$ cat src/hdl/c1Pkg.sv
`default_nettype none

package c1Pkg;

	// Longest DTACK delay any zone can ask for
	localparam int unsigned maxWaits = 3;

	typedef logic [$clog2(maxWaits + 1) - 1:0] waitCnt;

	localparam waitCnt romWaits = 2'd1;	// Slow ROM, nRomWait low
	localparam waitCnt noWaits = 2'd0;

	// One CPU bus state, address bits 23 to 17
	typedef struct packed {
		logic [6:0] addr;
		logic rw;
		logic nAs;
		logic nLds;
		logic nUds;
	} c1Bus;

	// Active-high zone hits, address decode only
	typedef struct packed {
		logic rom;
		logic wram;
		logic port;
		logic io;
		logic ctrl1;
		logic icom;
		logic ctrl2;
		logic statusB;
		logic lspc;
		logic pal;
		logic card;
		logic srom;
		logic sram;
	} c1Zones;

	// Active-low select outputs
	typedef struct packed {
		logic nRomOeL;
		logic nRomOeU;
		logic nPortOeL;
		logic nPortOeU;
		logic nPortWeL;
		logic nPortWeU;
		logic nPortAdrs;
		logic nWrL;	// Work RAM read
		logic nWrU;
		logic nWwL;	// Work RAM write
		logic nWwU;
		logic nSromOeL;
		logic nSromOeU;
		logic nSramOeL;
		logic nSramOeU;
		logic nSramWeL;
		logic nSramWeU;
		logic nLspOe;
		logic nLspWe;
		logic nCrdO;
		logic nCrdW;
		logic nCrdC;
		logic nDipRd0;
		logic nDipRd1;
		logic nBitW0;
		logic nBitW1;
		logic nPal;
		logic nCtrl1Zone;
		logic nCtrl2Zone;
	} c1Selects;

endpackage

`default_nettype wire

$ cat src/hdl/c1AddrDecode.sv
`timescale 1ns/10ps
`default_nettype none

module c1AddrDecode (
	input wire c1Pkg::c1Bus bus,
	output c1Pkg::c1Zones zones,
	output c1Pkg::c1Selects sel
);
	import c1Pkg::*;

	logic [3:0] majorAddr;	// A23..A20
	logic [2:0] ioSub;	// A19..A17
	logic ioHit;
	logic c1Regs;
	logic rdL;
	logic rdU;
	logic wrL;
	logic wrU;
	logic wordRd;
	logic wordWr;
	logic anyByte;

	assign majorAddr = bus.addr[6:3];
	assign ioSub = bus.addr[2:0];

	assign ioHit = (majorAddr == 4'h3);
	// Even bytes of the I/O area hold the C1 registers
	assign c1Regs = ioHit & ~bus.nUds;

	always_comb begin
		zones = '0;
		case (majorAddr)
			4'h0: zones.rom = 1'b1;
			4'h1: zones.wram = 1'b1;
			4'h2: zones.port = 1'b1;
			4'h3: zones.io = 1'b1;
			4'h4, 4'h5, 4'h6, 4'h7: zones.pal = 1'b1;
			4'h8, 4'h9, 4'hA, 4'hB: zones.card = 1'b1;
			4'hC: zones.srom = 1'b1;
			4'hD: zones.sram = 1'b1;
			default: ;	// E and F unmapped
		endcase

		zones.ctrl1 = c1Regs & bus.rw & (ioSub == 3'b000);
		zones.icom = c1Regs & (ioSub == 3'b001);	// Both directions
		zones.ctrl2 = c1Regs & bus.rw & ~ioSub[2] & ioSub[1];
		zones.statusB = c1Regs & bus.rw & (ioSub == 3'b100);
		zones.lspc = ioHit & (ioSub == 3'b110);
	end

	// Qualified strobes, nAs and direction folded in
	assign rdL = ~bus.nAs & bus.rw & ~bus.nLds;
	assign rdU = ~bus.nAs & bus.rw & ~bus.nUds;
	assign wrL = ~bus.nAs & ~bus.rw & ~bus.nLds;
	assign wrU = ~bus.nAs & ~bus.rw & ~bus.nUds;
	assign wordRd = rdL & rdU;
	assign wordWr = wrL & wrU;
	assign anyByte = ~bus.nAs & ~(bus.nLds & bus.nUds);

	// Program ROM, read only
	assign sel.nRomOeL = ~(zones.rom & rdL);
	assign sel.nRomOeU = ~(zones.rom & rdU);

	assign sel.nPortOeL = ~(zones.port & rdL);
	assign sel.nPortOeU = ~(zones.port & rdU);
	assign sel.nPortWeL = ~(zones.port & wrL);
	assign sel.nPortWeU = ~(zones.port & wrU);
	assign sel.nPortAdrs = ~(zones.port & anyByte);	// Address latch for the cartridge

	assign sel.nWrL = ~(zones.wram & rdL);
	assign sel.nWrU = ~(zones.wram & rdU);
	assign sel.nWwL = ~(zones.wram & wrL);
	assign sel.nWwU = ~(zones.wram & wrU);

	assign sel.nSromOeL = ~(zones.srom & rdL);
	assign sel.nSromOeU = ~(zones.srom & rdU);

	// Backup RAM
	assign sel.nSramOeL = ~(zones.sram & rdL);
	assign sel.nSramOeU = ~(zones.sram & rdU);
	assign sel.nSramWeL = ~(zones.sram & wrL);
	assign sel.nSramWeU = ~(zones.sram & wrU);

	// Video controller and card only take word accesses
	assign sel.nLspOe = ~(zones.lspc & wordRd);
	assign sel.nLspWe = ~(zones.lspc & wordWr);
	assign sel.nCrdO = ~(zones.card & wordRd);
	assign sel.nCrdW = ~(zones.card & wordWr);
	assign sel.nCrdC = sel.nCrdO & sel.nCrdW;	// Any card access

	// Odd-byte DIP reads and bit writes
	assign sel.nDipRd0 = ~(ioHit & rdL & (ioSub == 3'b000));
	assign sel.nDipRd1 = ~(ioHit & rdL & (ioSub == 3'b001));
	assign sel.nBitW0 = ~(ioHit & wrL & (ioSub == 3'b100));
	assign sel.nBitW1 = ~(ioHit & wrL & (ioSub == 3'b101));

	assign sel.nPal = ~(zones.pal & anyByte);
	assign sel.nCtrl1Zone = ~(zones.ctrl1 & ~bus.nAs);
	assign sel.nCtrl2Zone = ~(zones.ctrl2 & ~bus.nAs);

endmodule

`default_nettype wire

$ cat src/hdl/c1IoRead.sv
`timescale 1ns/10ps
`default_nettype none

module c1IoRead (
	input wire c1Pkg::c1Zones zones,
	input wire nAs,
	input wire rw,
	input wire [7:0] p1In,
	input wire [7:0] p2In,
	input wire nCd1,
	input wire nCd2,
	input wire nWp,
	input wire [7:0] sdd,
	output logic [7:0] dataOut,
	output logic dataOe
);
	import c1Pkg::*;

	logic readCycle;
	logic [7:0] statusByte;

	assign readCycle = ~nAs & rw;

	// Card detect and write protect in the low bits, rest floats high
	assign statusByte = {5'b11111, nWp, nCd2, nCd1};

	always_comb begin
		dataOut = 8'h00;
		dataOe = 1'b0;
		if (readCycle) begin
			if (zones.ctrl1) begin
				dataOut = p1In;
				dataOe = 1'b1;
			end else if (zones.ctrl2) begin
				dataOut = p2In;
				dataOe = 1'b1;
			end else if (zones.statusB) begin
				dataOut = statusByte;
				dataOe = 1'b1;
			end else if (zones.icom) begin
				dataOut = sdd;	// Reply from the sound CPU
				dataOe = 1'b1;
			end
		end
	end

endmodule

`default_nettype wire

$ cat src/hdl/c1SoundLatch.sv
`timescale 1ns/10ps
`default_nettype none

module c1SoundLatch (
	input wire clk68k,
	input wire arstN,
	input wire c1Pkg::c1Bus bus,
	input wire icomHit,
	input wire [7:0] dataIn,
	output logic [7:0] soundCmd,
	output logic soundCmdStb
);
	import c1Pkg::*;

	logic served;	// Command already taken in this bus cycle
	logic capture;

	// Write to the communication zone not yet latched
	assign capture = ~bus.nAs & ~bus.rw & icomHit & ~served;

	always_ff @(posedge clk68k or negedge arstN) begin
		if (!arstN) begin
			served <= 1'b0;
			soundCmdStb <= 1'b0;
			soundCmd <= '0;
		end else begin
			soundCmdStb <= capture;	// One clock wide
			if (bus.nAs) begin
				served <= 1'b0;
			end else if (capture) begin
				served <= 1'b1;
			end
			if (capture) begin
				soundCmd <= dataIn;
			end
		end
	end

endmodule

`default_nettype wire

$ cat src/hdl/c1WaitGen.sv
`timescale 1ns/10ps
`default_nettype none

module c1WaitGen #(
	parameter int unsigned cardWaits = 2
) (
	input wire clk68k,
	input wire arstN,
	input wire nAs,
	input wire c1Pkg::c1Zones zones,
	input wire nRomWait,
	input wire nPWait0,
	input wire nPWait1,
	output logic nDtack
);
	import c1Pkg::*;

	localparam waitCnt cardCnt = waitCnt'(cardWaits);

	waitCnt target;	// Waits for the zone being accessed
	waitCnt count;	// Edges already spent waiting

	always_comb begin
		if (zones.rom) begin
			target = nRomWait ? noWaits : romWaits;
		end else if (zones.port) begin
			// Cartridge asks for 0 to 3 waits, pins are active low
			target = {~nPWait1, ~nPWait0};
		end else if (zones.card) begin
			target = cardCnt;
		end else begin
			target = noWaits;
		end
	end

	always_ff @(posedge clk68k or negedge arstN) begin
		if (!arstN) begin
			count <= '0;
			nDtack <= 1'b1;
		end else if (nAs) begin
			// Bus idle, ready for the next cycle
			count <= '0;
			nDtack <= 1'b1;
		end else if (nDtack) begin
			if (count == target) begin
				nDtack <= 1'b0;
			end else begin
				count <= count + 1'b1;
			end
		end
	end

endmodule

`default_nettype wire

$ cat src/hdl/neoC1.sv
`timescale 1ns/10ps
`default_nettype none

module neoC1 #(
	parameter int unsigned cardWaits = 2
) (
	input wire clk68k,
	input wire arstN,
	input wire c1Pkg::c1Bus bus,
	input wire [7:0] dataIn,	// Upper data byte from the CPU
	input wire [7:0] p1In,
	input wire [7:0] p2In,
	input wire nCd1,
	input wire nCd2,
	input wire nWp,
	input wire nRomWait,
	input wire nPWait0,
	input wire nPWait1,
	input wire [7:0] sdd,
	output c1Pkg::c1Selects sel,
	output logic [7:0] dataOut,
	output logic dataOe,
	output logic nDtack,
	output logic [7:0] soundCmd,
	output logic soundCmdStb
);
	import c1Pkg::*;

	c1Zones zones;

	c1AddrDecode uDecode (
		.bus(bus),
		.zones(zones),
		.sel(sel)
	);

	// DTACK with per-zone wait states
	c1WaitGen #(
		.cardWaits(cardWaits)
	) uWaitGen (
		.clk68k(clk68k),
		.arstN(arstN),
		.nAs(bus.nAs),
		.zones(zones),
		.nRomWait(nRomWait),
		.nPWait0(nPWait0),
		.nPWait1(nPWait1),
		.nDtack(nDtack)
	);

	c1SoundLatch uSoundLatch (
		.clk68k(clk68k),
		.arstN(arstN),
		.bus(bus),
		.icomHit(zones.icom),
		.dataIn(dataIn),
		.soundCmd(soundCmd),
		.soundCmdStb(soundCmdStb)
	);

	// Controller, status and sound reply reads
	c1IoRead uIoRead (
		.zones(zones),
		.nAs(bus.nAs),
		.rw(bus.rw),
		.p1In(p1In),
		.p2In(p2In),
		.nCd1(nCd1),
		.nCd2(nCd2),
		.nWp(nWp),
		.sdd(sdd),
		.dataOut(dataOut),
		.dataOe(dataOe)
	);

endmodule

`default_nettype wire

$ cat config.mk
export PLATFORM = sky130hd
export DESIGN_NAME = neoC1
export DESIGN_NICKNAME = d
export VERILOG_FILES = /design/src/hdl/c1Pkg.sv /design/src/hdl/c1AddrDecode.sv /design/src/hdl/c1IoRead.sv /design/src/hdl/c1SoundLatch.sv /design/src/hdl/c1WaitGen.sv /design/src/hdl/neoC1.sv
export SDC_FILE = /design/constraint.sdc
export NUM_CORES = 1
export LEC_CHECK = 0
export BUFFER_PORTS_ARGS = -buffer_cell sky130_fd_sc_hd__buf_2
export CORE_ASPECT_RATIO = 0.75
export CORE_MARGIN = 8
export CORE_UTILIZATION = 23
export CTS_BUF_LIST = sky130_fd_sc_hd__clkbuf_2
export CTS_CLUSTER_DIAMETER = 100
export CTS_CLUSTER_SIZE = 20
export DETAILED_ROUTE_END_ITERATION = 16
export SLEW_MARGIN = 20
export SYNTH_ARGS = -nofsm -noshare
export SYNTH_HDL_FRONTEND = slang
export SYNTH_SLANG_ARGS = --single-unit
export TNS_END_PERCENT = 1
$ cat constraint.sdc
create_clock -name clk68k -period 1.84 [get_ports clk68k]
set_clock_uncertainty 0.2 [all_clocks]
set_input_delay 0.368 -clock clk68k [delete_from_list [all_inputs] [get_ports clk68k]]
set_output_delay 0.368 -clock clk68k [all_outputs]
set_load 0.01 [all_outputs]
======== After elaboration in Yosys (flattened, before gate mapping) ========
Index checks and enable logic that the tools add are counted.
operators by class
  equality and inequality tests ........... 19
  reduce and logical (&&, ||, !) cells .... 7
  muxes and demuxes ....................... 29
  add/sub/neg operators ................... 1
  bitwise operators ....................... 88
operator list
  cell                                                  number
  bitwise AND 1 bit                                     51
  2-to-1 mux 8 bit                                      5
  inverter 1 bit                                        37
  equality test 4 bit (second input constant)           6
  2-to-1 mux 1 bit                                      18
  equality test 4 x 3 -> 1 bit (second input constant)  4
  2-to-1 mux 2 bit                                      6
  equality test 3 bit (second input constant)           3
  equality test 4 x 2 -> 1 bit (second input constant)  2
  OR reduction 4 bit                                    2
  equality test 4 x 1 -> 1 bit (second input constant)  1
  zero test 4 bit                                       1
  nonzero test 2 bit                                    2
  equality test 3 x 1 -> 1 bit (second input constant)  1
  zero test 3 bit                                       1
  adder 2 x 1 -> 2 bit (second input constant)          1
  equality test 2 bit                                   1
  != test 2 bit (second input constant)                 1
  AND reduction 2 bit                                   1
storage, ports and cells
  output and inout bits ................... 48
  register bits ........................... 13

======== Depth between registers and ports, before layout ========
Gate-level depths: netlist of run 1.
  word-level depth ........................ 10
  gate-level depth with buffers ........... 6
  mapped depth without buffers ............ 4

======== Modules after synthesis ========
From an unflattened synthesis of run 1, not the netlist that was laid out.
second synthesis, totals
  cells, all modules ...................... 157
  area total of the unflattened synthesis .. 1348.8 sq um
by module, submodules not included
  module        area an instance (sq um)  cells an instance  instances
  c1SoundLatch  379.1                     22                 1
  c1IoRead      360.3                     48                 1
  c1AddrDecode  357.8                     60                 1
  c1WaitGen     251.5                     27                 1

======== Least setup slack after synthesis of run 1 ========
Ideal clock, no wire load.
  path type ............................... input -> output
  start point ............................. input port bus[5] (netlist bit)
  end point ............................... output port dataOut[0]
  required time ........................... 1.272 ns
  arrival time ............................ 1.624 ns
  path slack .............................. -0.352 ns
  stages .................................. 6
  path through ............................ buf_6 or2_1 buf_4 nor2_4 nand2_1 a2111oi_1
between the ends
  cells in the longest elaborated chain, start to end .. 7
ends and longest elaborated chain
  element                       line                source
  start, declared               neoC1.sv:9          input wire c1Pkg::c1Bus bus,
  equality test 3 x 1 -> 1 bit  c1AddrDecode.sv:45  zones.icom = c1Regs & (ioSub == 3'b001);
  bitwise AND 1 bit             c1AddrDecode.sv:45
  2-to-1 mux 8 bit              c1IoRead.sv:40      end else if (zones.icom) begin
  2-to-1 mux 8 bit              c1IoRead.sv:37      end else if (zones.statusB) begin
  2-to-1 mux 8 bit              c1IoRead.sv:34      end else if (zones.ctrl2) begin
  2-to-1 mux 8 bit *            c1IoRead.sv:31      if (zones.ctrl1) begin
  2-to-1 mux 8 bit *            c1IoRead.sv:30      if (readCycle) begin
  end, declared                 neoC1.sv:21         output logic [7:0] dataOut,
Mark *: on every way between the ends. The rest lies on a longest branch, timed or not.

======== Worst setup path in the final report of run 1 ========
  start point ............................. input port bus[10] (netlist bit)
  end point ............................... output port dataOut[6]
between the ends
  cells in the longest elaborated chain, start to end .. 8
ends and longest elaborated chain
  element                                                       line                                source
  equality test 4 x 2 -> 1 bit *                                --
  bitwise AND 1 bit *                                           c1AddrDecode.sv:28                  assign c1Regs = ioHit & ~bus.nUds;
  bitwise AND 1 bit (on tied branches)                          --
  2-to-1 mux 8 bit (tied with other cells)                      c1IoRead.sv:40
  2-to-1 mux 8 bit / bitwise AND 1 bit (equally long branches)  c1IoRead.sv:37, c1AddrDecode.sv:46
  2-to-1 mux 8 bit                                              c1IoRead.sv:34
  2-to-1 mux 8 bit *                                            c1IoRead.sv:31
  2-to-1 mux 8 bit *                                            c1IoRead.sv:30
Marks and branches as above.

==> results.yml, run 1 <==
floorplanning:
  start_util_pct: 23.5
  core-area_sq_um: 5270
  die_area_sq_um: 8020
  pin_count: 99
  die_w_um: 101
  row_count: 23
  die_h_um: 79.6
job:
  maxCapViolCount: 0
logic_synthesis:
  synthDominantCellAreaShare_pct: 24.2
  synth_seq_cells: 13
  synth-edff-count: 0
  syn-instance-count: 151
  syn_area_sq_um: 1240
  yosysWarnings: 0
  syn_area_per_cell_sq_um: 8.21
  synth.distinct_cells: 45
  ys_async_sr_fraction_pct: 100
  yosys_most_used_dff: "dfrtp_1"
  ys_top_cells_by_area: "dfrtp_1 24%, nand2_1 9.4%, mux2_2 8.2%, a21oi_1 5.7%, a211oi_1 3.0%"
  syn-num-nets: 202
  yosys.area.top_type: "dfrtp_1"
  ys_seq_area_share_pct: 26.3
global_routing:
  use_met2_pct: 21.0
  grt_pass1_wl_um: 7920
  grt_max_degree: 14
  met1_usage_pct: 15.1
  grt_usage_pct: 12.0
  first_global_vias: 1676
  antenna_found_initial: 0
  grt_overflow: 0
  met3_usage_pct: 3.05
  grt.busiest_layer: "met2"
cts:
  cts_buffers: 3
  cts.sinks: 13
  cts-root-buf: "clkbuf_2"
  cts_tree: "done"
  htreeDepth: 1
  clk_latency_ps: 260
  clkTransAtPathRegs_ps: 110
  clockBufferDepth: 2
sta:
  rsz0062_at_grt: "true"
  post-route-period-util_pct: 118
  worst_slack_ps: -324
  slew-limit-headroom_pct: 70.1
  tightestPinTransition_ps: 449
  hold_ws_ps: 130
  finalSetupViolCount: 17
  slew_viol_final: 0
  fmax_ghz: 0.462
  hold_violations: 0
  min_period_ps: 2160
routing:
  via_per_inst: 4.53
  wl_per_cell_um: 14.2
  drt-pass1-iter-count: 4
  antenna_left: 0
  drc: 0
  drt_iter0_drc: 52
  via_count: 1616
  finalWirelength_um: 5070
pwr:
  total_leakage_power_nw: 1.03
  power_frac_clock_pct: 18.6
  seq_power_share_pct: 41.4
  p_per_area_nw_per_um2: 333
  combPwrFrac_pct: 40.0
  switching_share_pct: 33.3
  switchingPower_uw: 255
  internal-power_uw: 509
  ir_drop_mv: 0.142
critical_path:
  start_kind: "input pin"
  crit_chain: "buf_6 > nand4bb_4 > a2111oi_4 > a21oi_1 > a211oi_2 > buf_2"
  worstPathRequired_ps: 1270
  cp_max_fo: 6
  criticalPathCategory: "input pin to output pin"
  cp-end-kind: "output pin"
  cpMaxStageDelayCell: "a2111oi_4"
  arrival_ps: 1600
  max_stage_delay_ps: 460
final_layout:
  antennaDiodeCount: 0
  drive_above_1_share_pct: 66.3
  fillers: 525
  nNetsFinal: 334
  area_delta_synth_final_pct: 85.3
  final_cell_mix: "96 x buf_2, 33 x buf_4, 28 x nand2_1, 14 x a21oi_1, 12 x dfrtp_1"
  final_common_cell: "buf_2"
placement:
  place_congestion: 0.782
  dpl_worst_slack_ps: -369
  dp_hpwl_um: 4320
  port_buffers: 98
worst_hold_path:
  hp-class: "input pin to register"
outcome:
  violations: "negative setup slack"
  status: "finished, violations left"
==> area by class of cell <==
| class | count | area [sq um] | share of cell area, % |
|---|---|---|---|
| Clock buffer | 4 | 20.0 | 0.871 |
| Sequential cell | 13 | 327 | 14.2 |
| Timing Repair Buffer | 137 | 826 | 35.9 |
| Inverter | 5 | 18.8 | 0.817 |
| Tap cell | 75 | 93.8 | 4.08 |
| Multi-Input combinational cell | 123 | 1010 | 44.1 |
==> routing by layer <==
| metal | vias to the layer above | routed length (um) |
|---|---|---|
| met2 | 57 | 2410 |
| met5 | - | 0 |
| met1 | 744 | 2320 |
| met4 | 0 | 0 |
| met3 | 0 | 348 |
| li1 | 815 | - |
==> sequential cells by signal, indices dropped and copies added (netlist names) <==
register and cells:
uWaitGen.count 2, uSoundLatch.soundCmdStb 1, uWaitGen.nDtack 1, uSoundLatch.served 1
uSoundLatch.soundCmd 8
==> cell usage after synthesis (2+ instances only) <==
master	count
inv_1	5
nor2_1	8
nand3_1	5
dfrtp_1	12
nand4_1	6
mux2i_1	2
mux2_2	9
buf_4	3
a21oi_1	14
nor3_1	6
nand2_1	31
nor4_1	2
a211oi_1	5
clkbuf_1	2
buf_6	2
nor2_2	2
a2111oi_1	2
o22ai_1	5
xnor2_1	2
nor3b_1	2
buf_2	2
==> power by group through the flow <==
stage	clock (mW)	sequential (mW)	combinational [mW]
after floorplan	0	0.323	0.133
after global placement	0	0.321	0.279
after detailed placement	0	0.321	0.283
after CTS	0.153	0.316	0.294
after global routing	0.166	0.319	0.333
final	0.142	0.316	0.306
==> kinds of logic (layout without fill, tap and decap cells) <==
logic type | count (synthesis) | after routing | synth area share (%)
flip-flops | 13 | 13 | 26.3
multiplexers | 11 | 11 | 9.79
AND/OR/NAND/NOR | 78 | 78 | 36.1
AO/OA/AOI/OAI | 32 | 32 | 19.2
buffers and inverters | 15 | 146 | 7.16
XOR/XNOR | 2 | 2 | 1.41
==> worst max-delay path: cells and delay by family <==
| kind | cells | cell delay (ps) |
|---|---|---|
| compound gates | 3 | 720 |
| simple gates | 1 | 260 |
| buf+inv | 2 | 250 |
==> per-stage QoR <==
| step | power [mW] | instance area, sq um | setup TNS, ps | std cells | util [%] |
|---|---|---|---|---|---|
| CTS | 0.762 | 2240 | -3620 | 357 | 42.6 |
| detailed placement | 0.604 | 2160 | -6790 | 351 | 41.0 |
| finish | 0.764 | 2300 | -3560 | 357 | 43.6 |
| global placement | 0.600 | 2160 | -6370 | 351 | 41.0 |
| global route | 0.817 | 2300 | -5030 | 357 | 43.6 |
| floorplan | 0.456 | 1360 | -1280 | 151 | - |
==> path summary, 6_finish.rpt <==
| kind | cells after the start | slack (ps) | endpoint | startpoint |
|---|---|---|---|---|
| setup / recovery | 6 | -320 | dataOut[6] | bus[10] |
| hold / removal | 2 | 130 | uSoundLatch.soundCmd[5]$_DFFE_PN0P_ | dataIn[5] |
| setup reg to reg | 3 | 380 | uSoundLatch.soundCmd[1]$_DFFE_PN0P_ | uSoundLatch.served$_DFFE_PN0P_ |
| hold reg to reg | 1 | 310 | uSoundLatch.soundCmd[0]$_DFFE_PN0P_ | uSoundLatch.soundCmd[0]$_DFFE_PN0P_ |
| max in group asynchronous | 2 | 840 | uWaitGen.nDtack$_DFF_PN1_ | arstN |
| min in group asynchronous | 2 | 320 | uSoundLatch.soundCmd[5]$_DFFE_PN0P_ | arstN |
==> timing repair <==
item | 4_1_cts | 5_1_grt
pin swaps | 3 | 4
setup buffers | 1 | 0
setup endpoints to repair | 32 | 37
hold buffers | 1 | 0
hold endpoints to repair | 12 | 0
resized for setup | 10 | 12
Note: power is estimated with default switching activity, not from simulation.
==> run 2: changes to the inputs <==
GPL_TIMING_DRIVEN = 1   (was not set)
REMOVE_ABC_BUFFERS = 1   (was not set)
==> run 2 against run 1 <==
  * The run still ends with negative setup slack left
  * Clock-buffer cell count unchanged
  * Via count is 3.8% higher
  * Sequential power is essentially flat
  * Critical endpoint is now dataOut[7]
  * Largest power group unchanged
==> results.yml, run 2 (same netlist as run 1, synthesis figures left out) <==
outcome:
  status: "finished, violations left"
  violations: "negative setup slack"
placement:
  port_buffers: 98
  dpl_cell_area_sq_um: 2020
  dp.cells: 348
  dp_hpwl_um: 4300
  place_congestion: 0.780
  dpl_worst_slack_ps: -454
critical_path:
  criticalPathCategory: "input pin to output pin"
  cp_max_fo: 6
  worstPathRequired_ps: 1270
  start_kind: "input pin"
  cp-end-kind: "output pin"
  arrival_ps: 1570
final_layout:
  nNetsFinal: 334
  fin_cells: 357
  top_register: "uSoundLatch.soundCmd"
  reg.largest.list: "uSoundLatch.soundCmd x8, uWaitGen.count x2"
  fin_area_sq_um: 2260
  final_common_cell: "buf_2"
  area_delta_synth_final_pct: 82.6
  final_cell_mix: "94 x buf_2, 30 x nand2_1, 29 x buf_4, 13 x a21oi_1, 12 x dfrtp_1"
  largest_register_ffs: 8
  drive_above_1_share_pct: 64.2
  antennaDiodeCount: 0
pwr:
  ir_drop_mv: 0.266
  seq_power_share_pct: 41.2
  switching_share_pct: 32.9
  combPwrFrac_pct: 40.0
  p_per_area_nw_per_um2: 339
  switchingPower_uw: 252
  total_leakage_power_nw: 1.04
  internal-power_uw: 516
  power_frac_clock_pct: 18.8
cts:
  clk_latency_ps: 260
  htreeDepth: 1
  cts_tree: "done"
  cts.sinks: 13
  clkTransAtPathRegs_ps: 130
  cts-root-buf: "clkbuf_2"
  cts_buffers: 3
  clockBufferDepth: 2
sta:
  rsz0062_at_grt: "true"
  slew-limit-headroom_pct: 76.6
  post-route-period-util_pct: 116
  slew_viol_final: 0
  min_period_ps: 2140
  finalSetupViolCount: 15
  worst_slack_ps: -298
  fmax_ghz: 0.468
  hold_violations: 0
  tightestPinTransition_ps: 350
floorplanning:
  core-area_sq_um: 5270
  die_h_um: 79.6
  row_count: 23
  pin_count: 99
  die_w_um: 101
  start_util_pct: 23.5
  die_area_sq_um: 8020
routing:
  finalWirelength_um: 5290
  wl_per_cell_um: 14.8
  drt_iter0_drc: 45
  drt-pass1-iter-count: 4
  via_per_inst: 4.70
  drc: 0
  antenna_left: 0
  via_count: 1678
worst_hold_path:
  hp-class: "input pin to register"
global_routing:
  grt_usage_pct: 13.0
  grt_max_degree: 14
  first_global_vias: 1746
  antenna_found_initial: 1
  grt_overflow: 0
  grt_pass1_wl_um: 8620
job:
  maxCapViolCount: 0
[run 2: path summary, 6_finish.rpt]
check	from	endpoint	slack, ps	cells past startpoint
max	bus[9]	dataOut[7]	-300	7
min	dataIn[6]	uSoundLatch.soundCmd[6]$_DFFE_PN0P_	130	2
max reg2reg	uSoundLatch.served$_DFFE_PN0P_	uSoundLatch.soundCmd[2]$_DFFE_PN0P_	360	3
min reg2reg	uSoundLatch.soundCmd[4]$_DFFE_PN0P_	uSoundLatch.soundCmd[4]$_DFFE_PN0P_	310	1
max in group asynchronous	arstN	uWaitGen.nDtack$_DFF_PN1_	870	2
min in group asynchronous	arstN	uSoundLatch.soundCmd[6]$_DFFE_PN0P_	290	2
[run 2: metrics by stage]
step                hold WS [ps]  TNS [ps]  power, mW  utilization (%)
floorplan                   -128     -3060      0.420                -
detailed placement          73.0     -7320      0.586             38.4
CTS                          110     -3040      0.771             42.4
finish                       130     -3180      0.768             43.0
global route                 104     -4630      0.823             43.0
global placement            68.7     -6610      0.581             38.4
[run 2: routing by layer]
metal,GRT usage [%],vias to the layer above,share of wire (%)
met1,15.1,807,41
met3,3.31,4,7.1
met5,0,-,0.19
met2,23.7,47,51
met4,2.26,2,0.32
li1,-,818,-
[run 2: final cells by class]
| class | count | area [sq um] |
|---|---|---|
| clock buffer | 4 | 20.0 |
| inverter | 5 | 18.8 |
| fill | 546 | 3000 |
| timing repair buffer | 137 | 857 |
| tap | 75 | 93.8 |
| multi-input combinational | 123 | 948 |
| sequential | 13 | 327 |
[run 2: worst max-delay path, cell delays in order]
cell       delay, ps
buf_6             90
nand4bb_4        270
nor4b_4          230
buf_4            180
a21oi_1           70
a211oi_1         190
buf_2            180
[run 2: repair_timing]
| item | 4_1_cts | 5_1_grt |
|---|---|---|
| endpoints found under the setup margin | 31 | 33 |
| pin swaps | 13 | 3 |
| hold endpoints to repair | 12 | 0 |
| setup buffers | 4 | 0 |
| resized for setup | 34 | 7 |
| cloned | 0 | 0 |
| hold buffers | 1 | 0 |
[run 2: power by group through the flow]
stage,Combinational [mW],Sequential (mW),Clock (mW)
after global placement,0.260,0.321,0
final,0.307,0.316,0.145
after floorplan,0.0969,0.323,0
after global routing,0.336,0.320,0.167
after detailed placement,0.264,0.321,0
after CTS,0.300,0.316,0.155
==> run 3: changes to the inputs <==
clock period = 2.07 ns   (was 1.84 ns; I/O delays follow)
==> run 3 against run 2 <==
  * The run still ends with negative setup slack left
  * Total power down 16%
  * Critical path depth is 1 higher
  * Via count decreased by 4.2%
  * Worst setup slack improved by 98 ps
  * Final cell count shrank 2.5%
  * Global-route usage fell by 0.86 points
  * First-iteration DRC count decreased by 29%
  * Final area decreased by 8.8%
  * Clock power fell by 14%
  * Largest cell class unchanged
  * Highest routed layer is now met4
==> results.yml, run 3 (same netlist as run 1, synthesis figures left out) <==
outcome:
  status: "finished, violations left"
  violations: "negative setup slack"
routing:
  via_per_inst: 4.62
  drt-pass1-iter-count: 5
  drc: 0
  finalWirelength_um: 5100
  drt_iter0_drc: 32
  wl_per_cell_um: 14.6
  via_count: 1608
  antenna_left: 0
sta:
  hold_violations: 0
  worst_slack_ps: -200
  min_period_ps: 2270
  slew_viol_final: 0
  finalSetupViolCount: 11
  rsz0062_at_grt: "true"
  tightestPinTransition_ps: 369
  post-route-period-util_pct: 110
  slew-limit-headroom_pct: 75.2
  fmax_ghz: 0.440
cts:
  cts.sinks: 13
  clk_latency_ps: 250
  cts-root-buf: "clkbuf_2"
  htreeDepth: 1
  cts_buffers: 3
  clockBufferDepth: 2
  cts_tree: "done"
  clkTransAtPathRegs_ps: 110
floorplanning:
  row_count: 23
  pin_count: 99
  start_util_pct: 23.5
  die_w_um: 101
  core-area_sq_um: 5270
  die_area_sq_um: 8020
  die_h_um: 79.6
critical_path:
  cp-end-kind: "output pin"
  cp_max_fo: 6
  r2r_setup_slack_ps: 560
  r2r_cells: 3
  worstReg2RegStart: "uWaitGen.nDtack$_DFF_PN1_"
  r2r-end: "uWaitGen.count[0]$_DFFE_PN0P_"
  arrival_ps: 1660
  start_kind: "input pin"
  worstPathRequired_ps: 1460
  criticalPathCategory: "input pin to output pin"
final_layout:
  fin_cells: 348
  final_common_cell: "buf_2"
  final_cell_mix: "98 x buf_2, 31 x nand2_1, 26 x buf_4, 14 x a21oi_1, 12 x dfrtp_1"
  fin_area_sq_um: 2060
  largest_register_ffs: 8
  fin_util_pct: 39.2
  drive_above_1_share_pct: 59.3
  reg.largest.list: "uSoundLatch.soundCmd x8, uWaitGen.count x2"
  antennaDiodeCount: 0
  area_delta_synth_final_pct: 66.5
  fillers: 583
  nNetsFinal: 325
  top_register: "uSoundLatch.soundCmd"
global_routing:
  grt_pass1_wl_um: 8090
  grt_overflow: 0
  grt_max_degree: 14
  antenna_found_initial: 0
  grt_usage_pct: 12.2
  first_global_vias: 1672
pwr:
  seq_power_share_pct: 43.7
  p_per_area_nw_per_um2: 312
  switching_share_pct: 32.4
  internal-power_uw: 435
  total_power_uw: 644
  switchingPower_uw: 208
  ir_drop_mv: 0.267
  combPwrFrac_pct: 36.9
  total_leakage_power_nw: 0.943
  power_frac_clock_pct: 19.4
job:
  maxCapViolCount: 0
placement:
  dpl_worst_slack_ps: -261
  dp.cells: 342
  dpl_cell_area_sq_um: 1980
  place_congestion: 0.806
  port_buffers: 98
  dp_hpwl_um: 4280
worst_hold_path:
  holdPathEnd: "uSoundLatch.soundCmd[7]$_DFFE_PN0P_"
  min_path_cells: 2
  min_from: "dataIn[7]"
  hp-class: "input pin to register"
[run 3: worst max-delay path by stage]
stage	start	end	slack, ps	cells after the start
4_1_cts	bus[4]	dataOut[6]	-230	8
6_report	bus[4]	dataOut[3]	-200	8
3_5_place_dp	bus[4]	dataOut[4]	-260	8
2_1_floorplan	bus[4]	dataOut[4]	-230	4
5_1_grt	bus[4]	dataOut[7]	-300	8
3_3_place_gp	bus[4]	dataOut[7]	-230	8
[run 3: routing by layer]
| layer | vias to the layer above | GRT usage [%] | wire length (um) |
|---|---|---|---|
| li1 | 797 | - | - |
| met5 | - | 0 | 0 |
| met2 | 53 | 21.0 | 2510 |
| met1 | 750 | 14.6 | 2110 |
| met4 | 0 | 2.86 | 44 |
| met3 | 8 | 3.48 | 429 |
[run 3: critical path, cell delays in order]
cell       delay, ps
buf_2            120
nor2b_1          140
buf_4            150
a2111oi_4        260
buf_4            190
a21oi_1           40
a211oi_1         170
buf_2            170
[run 3: what timing repair did]
item,CTS,global route
cloned,0,0
endpoints found under the setup margin,15,23
hold endpoints to repair,12,0
pin swaps,3,4
resized for setup,4,7
hold buffers,1,0
setup buffers,0,1
[run 3: cell type report]
class | count | area, sq um | share of cell area [%]
inverters | 5 | 18.8 | 0.909
flip-flops and latches | 13 | 327 | 15.8
well taps | 75 | 93.8 | 4.55
clock buffers | 4 | 20.0 | 0.970
multi-input cells | 123 | 867 | 42.0
repair buffers | 128 | 738 | 35.8
[run 3: power by group through the flow]
stage | clock [mW] | combinational (mW) | sequential (mW)
3_3_place_gp | 0 | 0.224 | 0.286
4_1_cts | 0.138 | 0.233 | 0.281
3_5_place_dp | 0 | 0.227 | 0.286
2_1_floorplan | 0 | 0.0862 | 0.287
6_report | 0.125 | 0.237 | 0.281
5_1_grt | 0.150 | 0.261 | 0.284
[run 3: stage by stage]
step	setup TNS, ps	hold slack, ps
after global routing	-3000	152
after global placement	-2100	115
after CTS	-2000	161
after floorplan	-1300	-81.6
final	-1800	183
after detailed placement	-2400	116
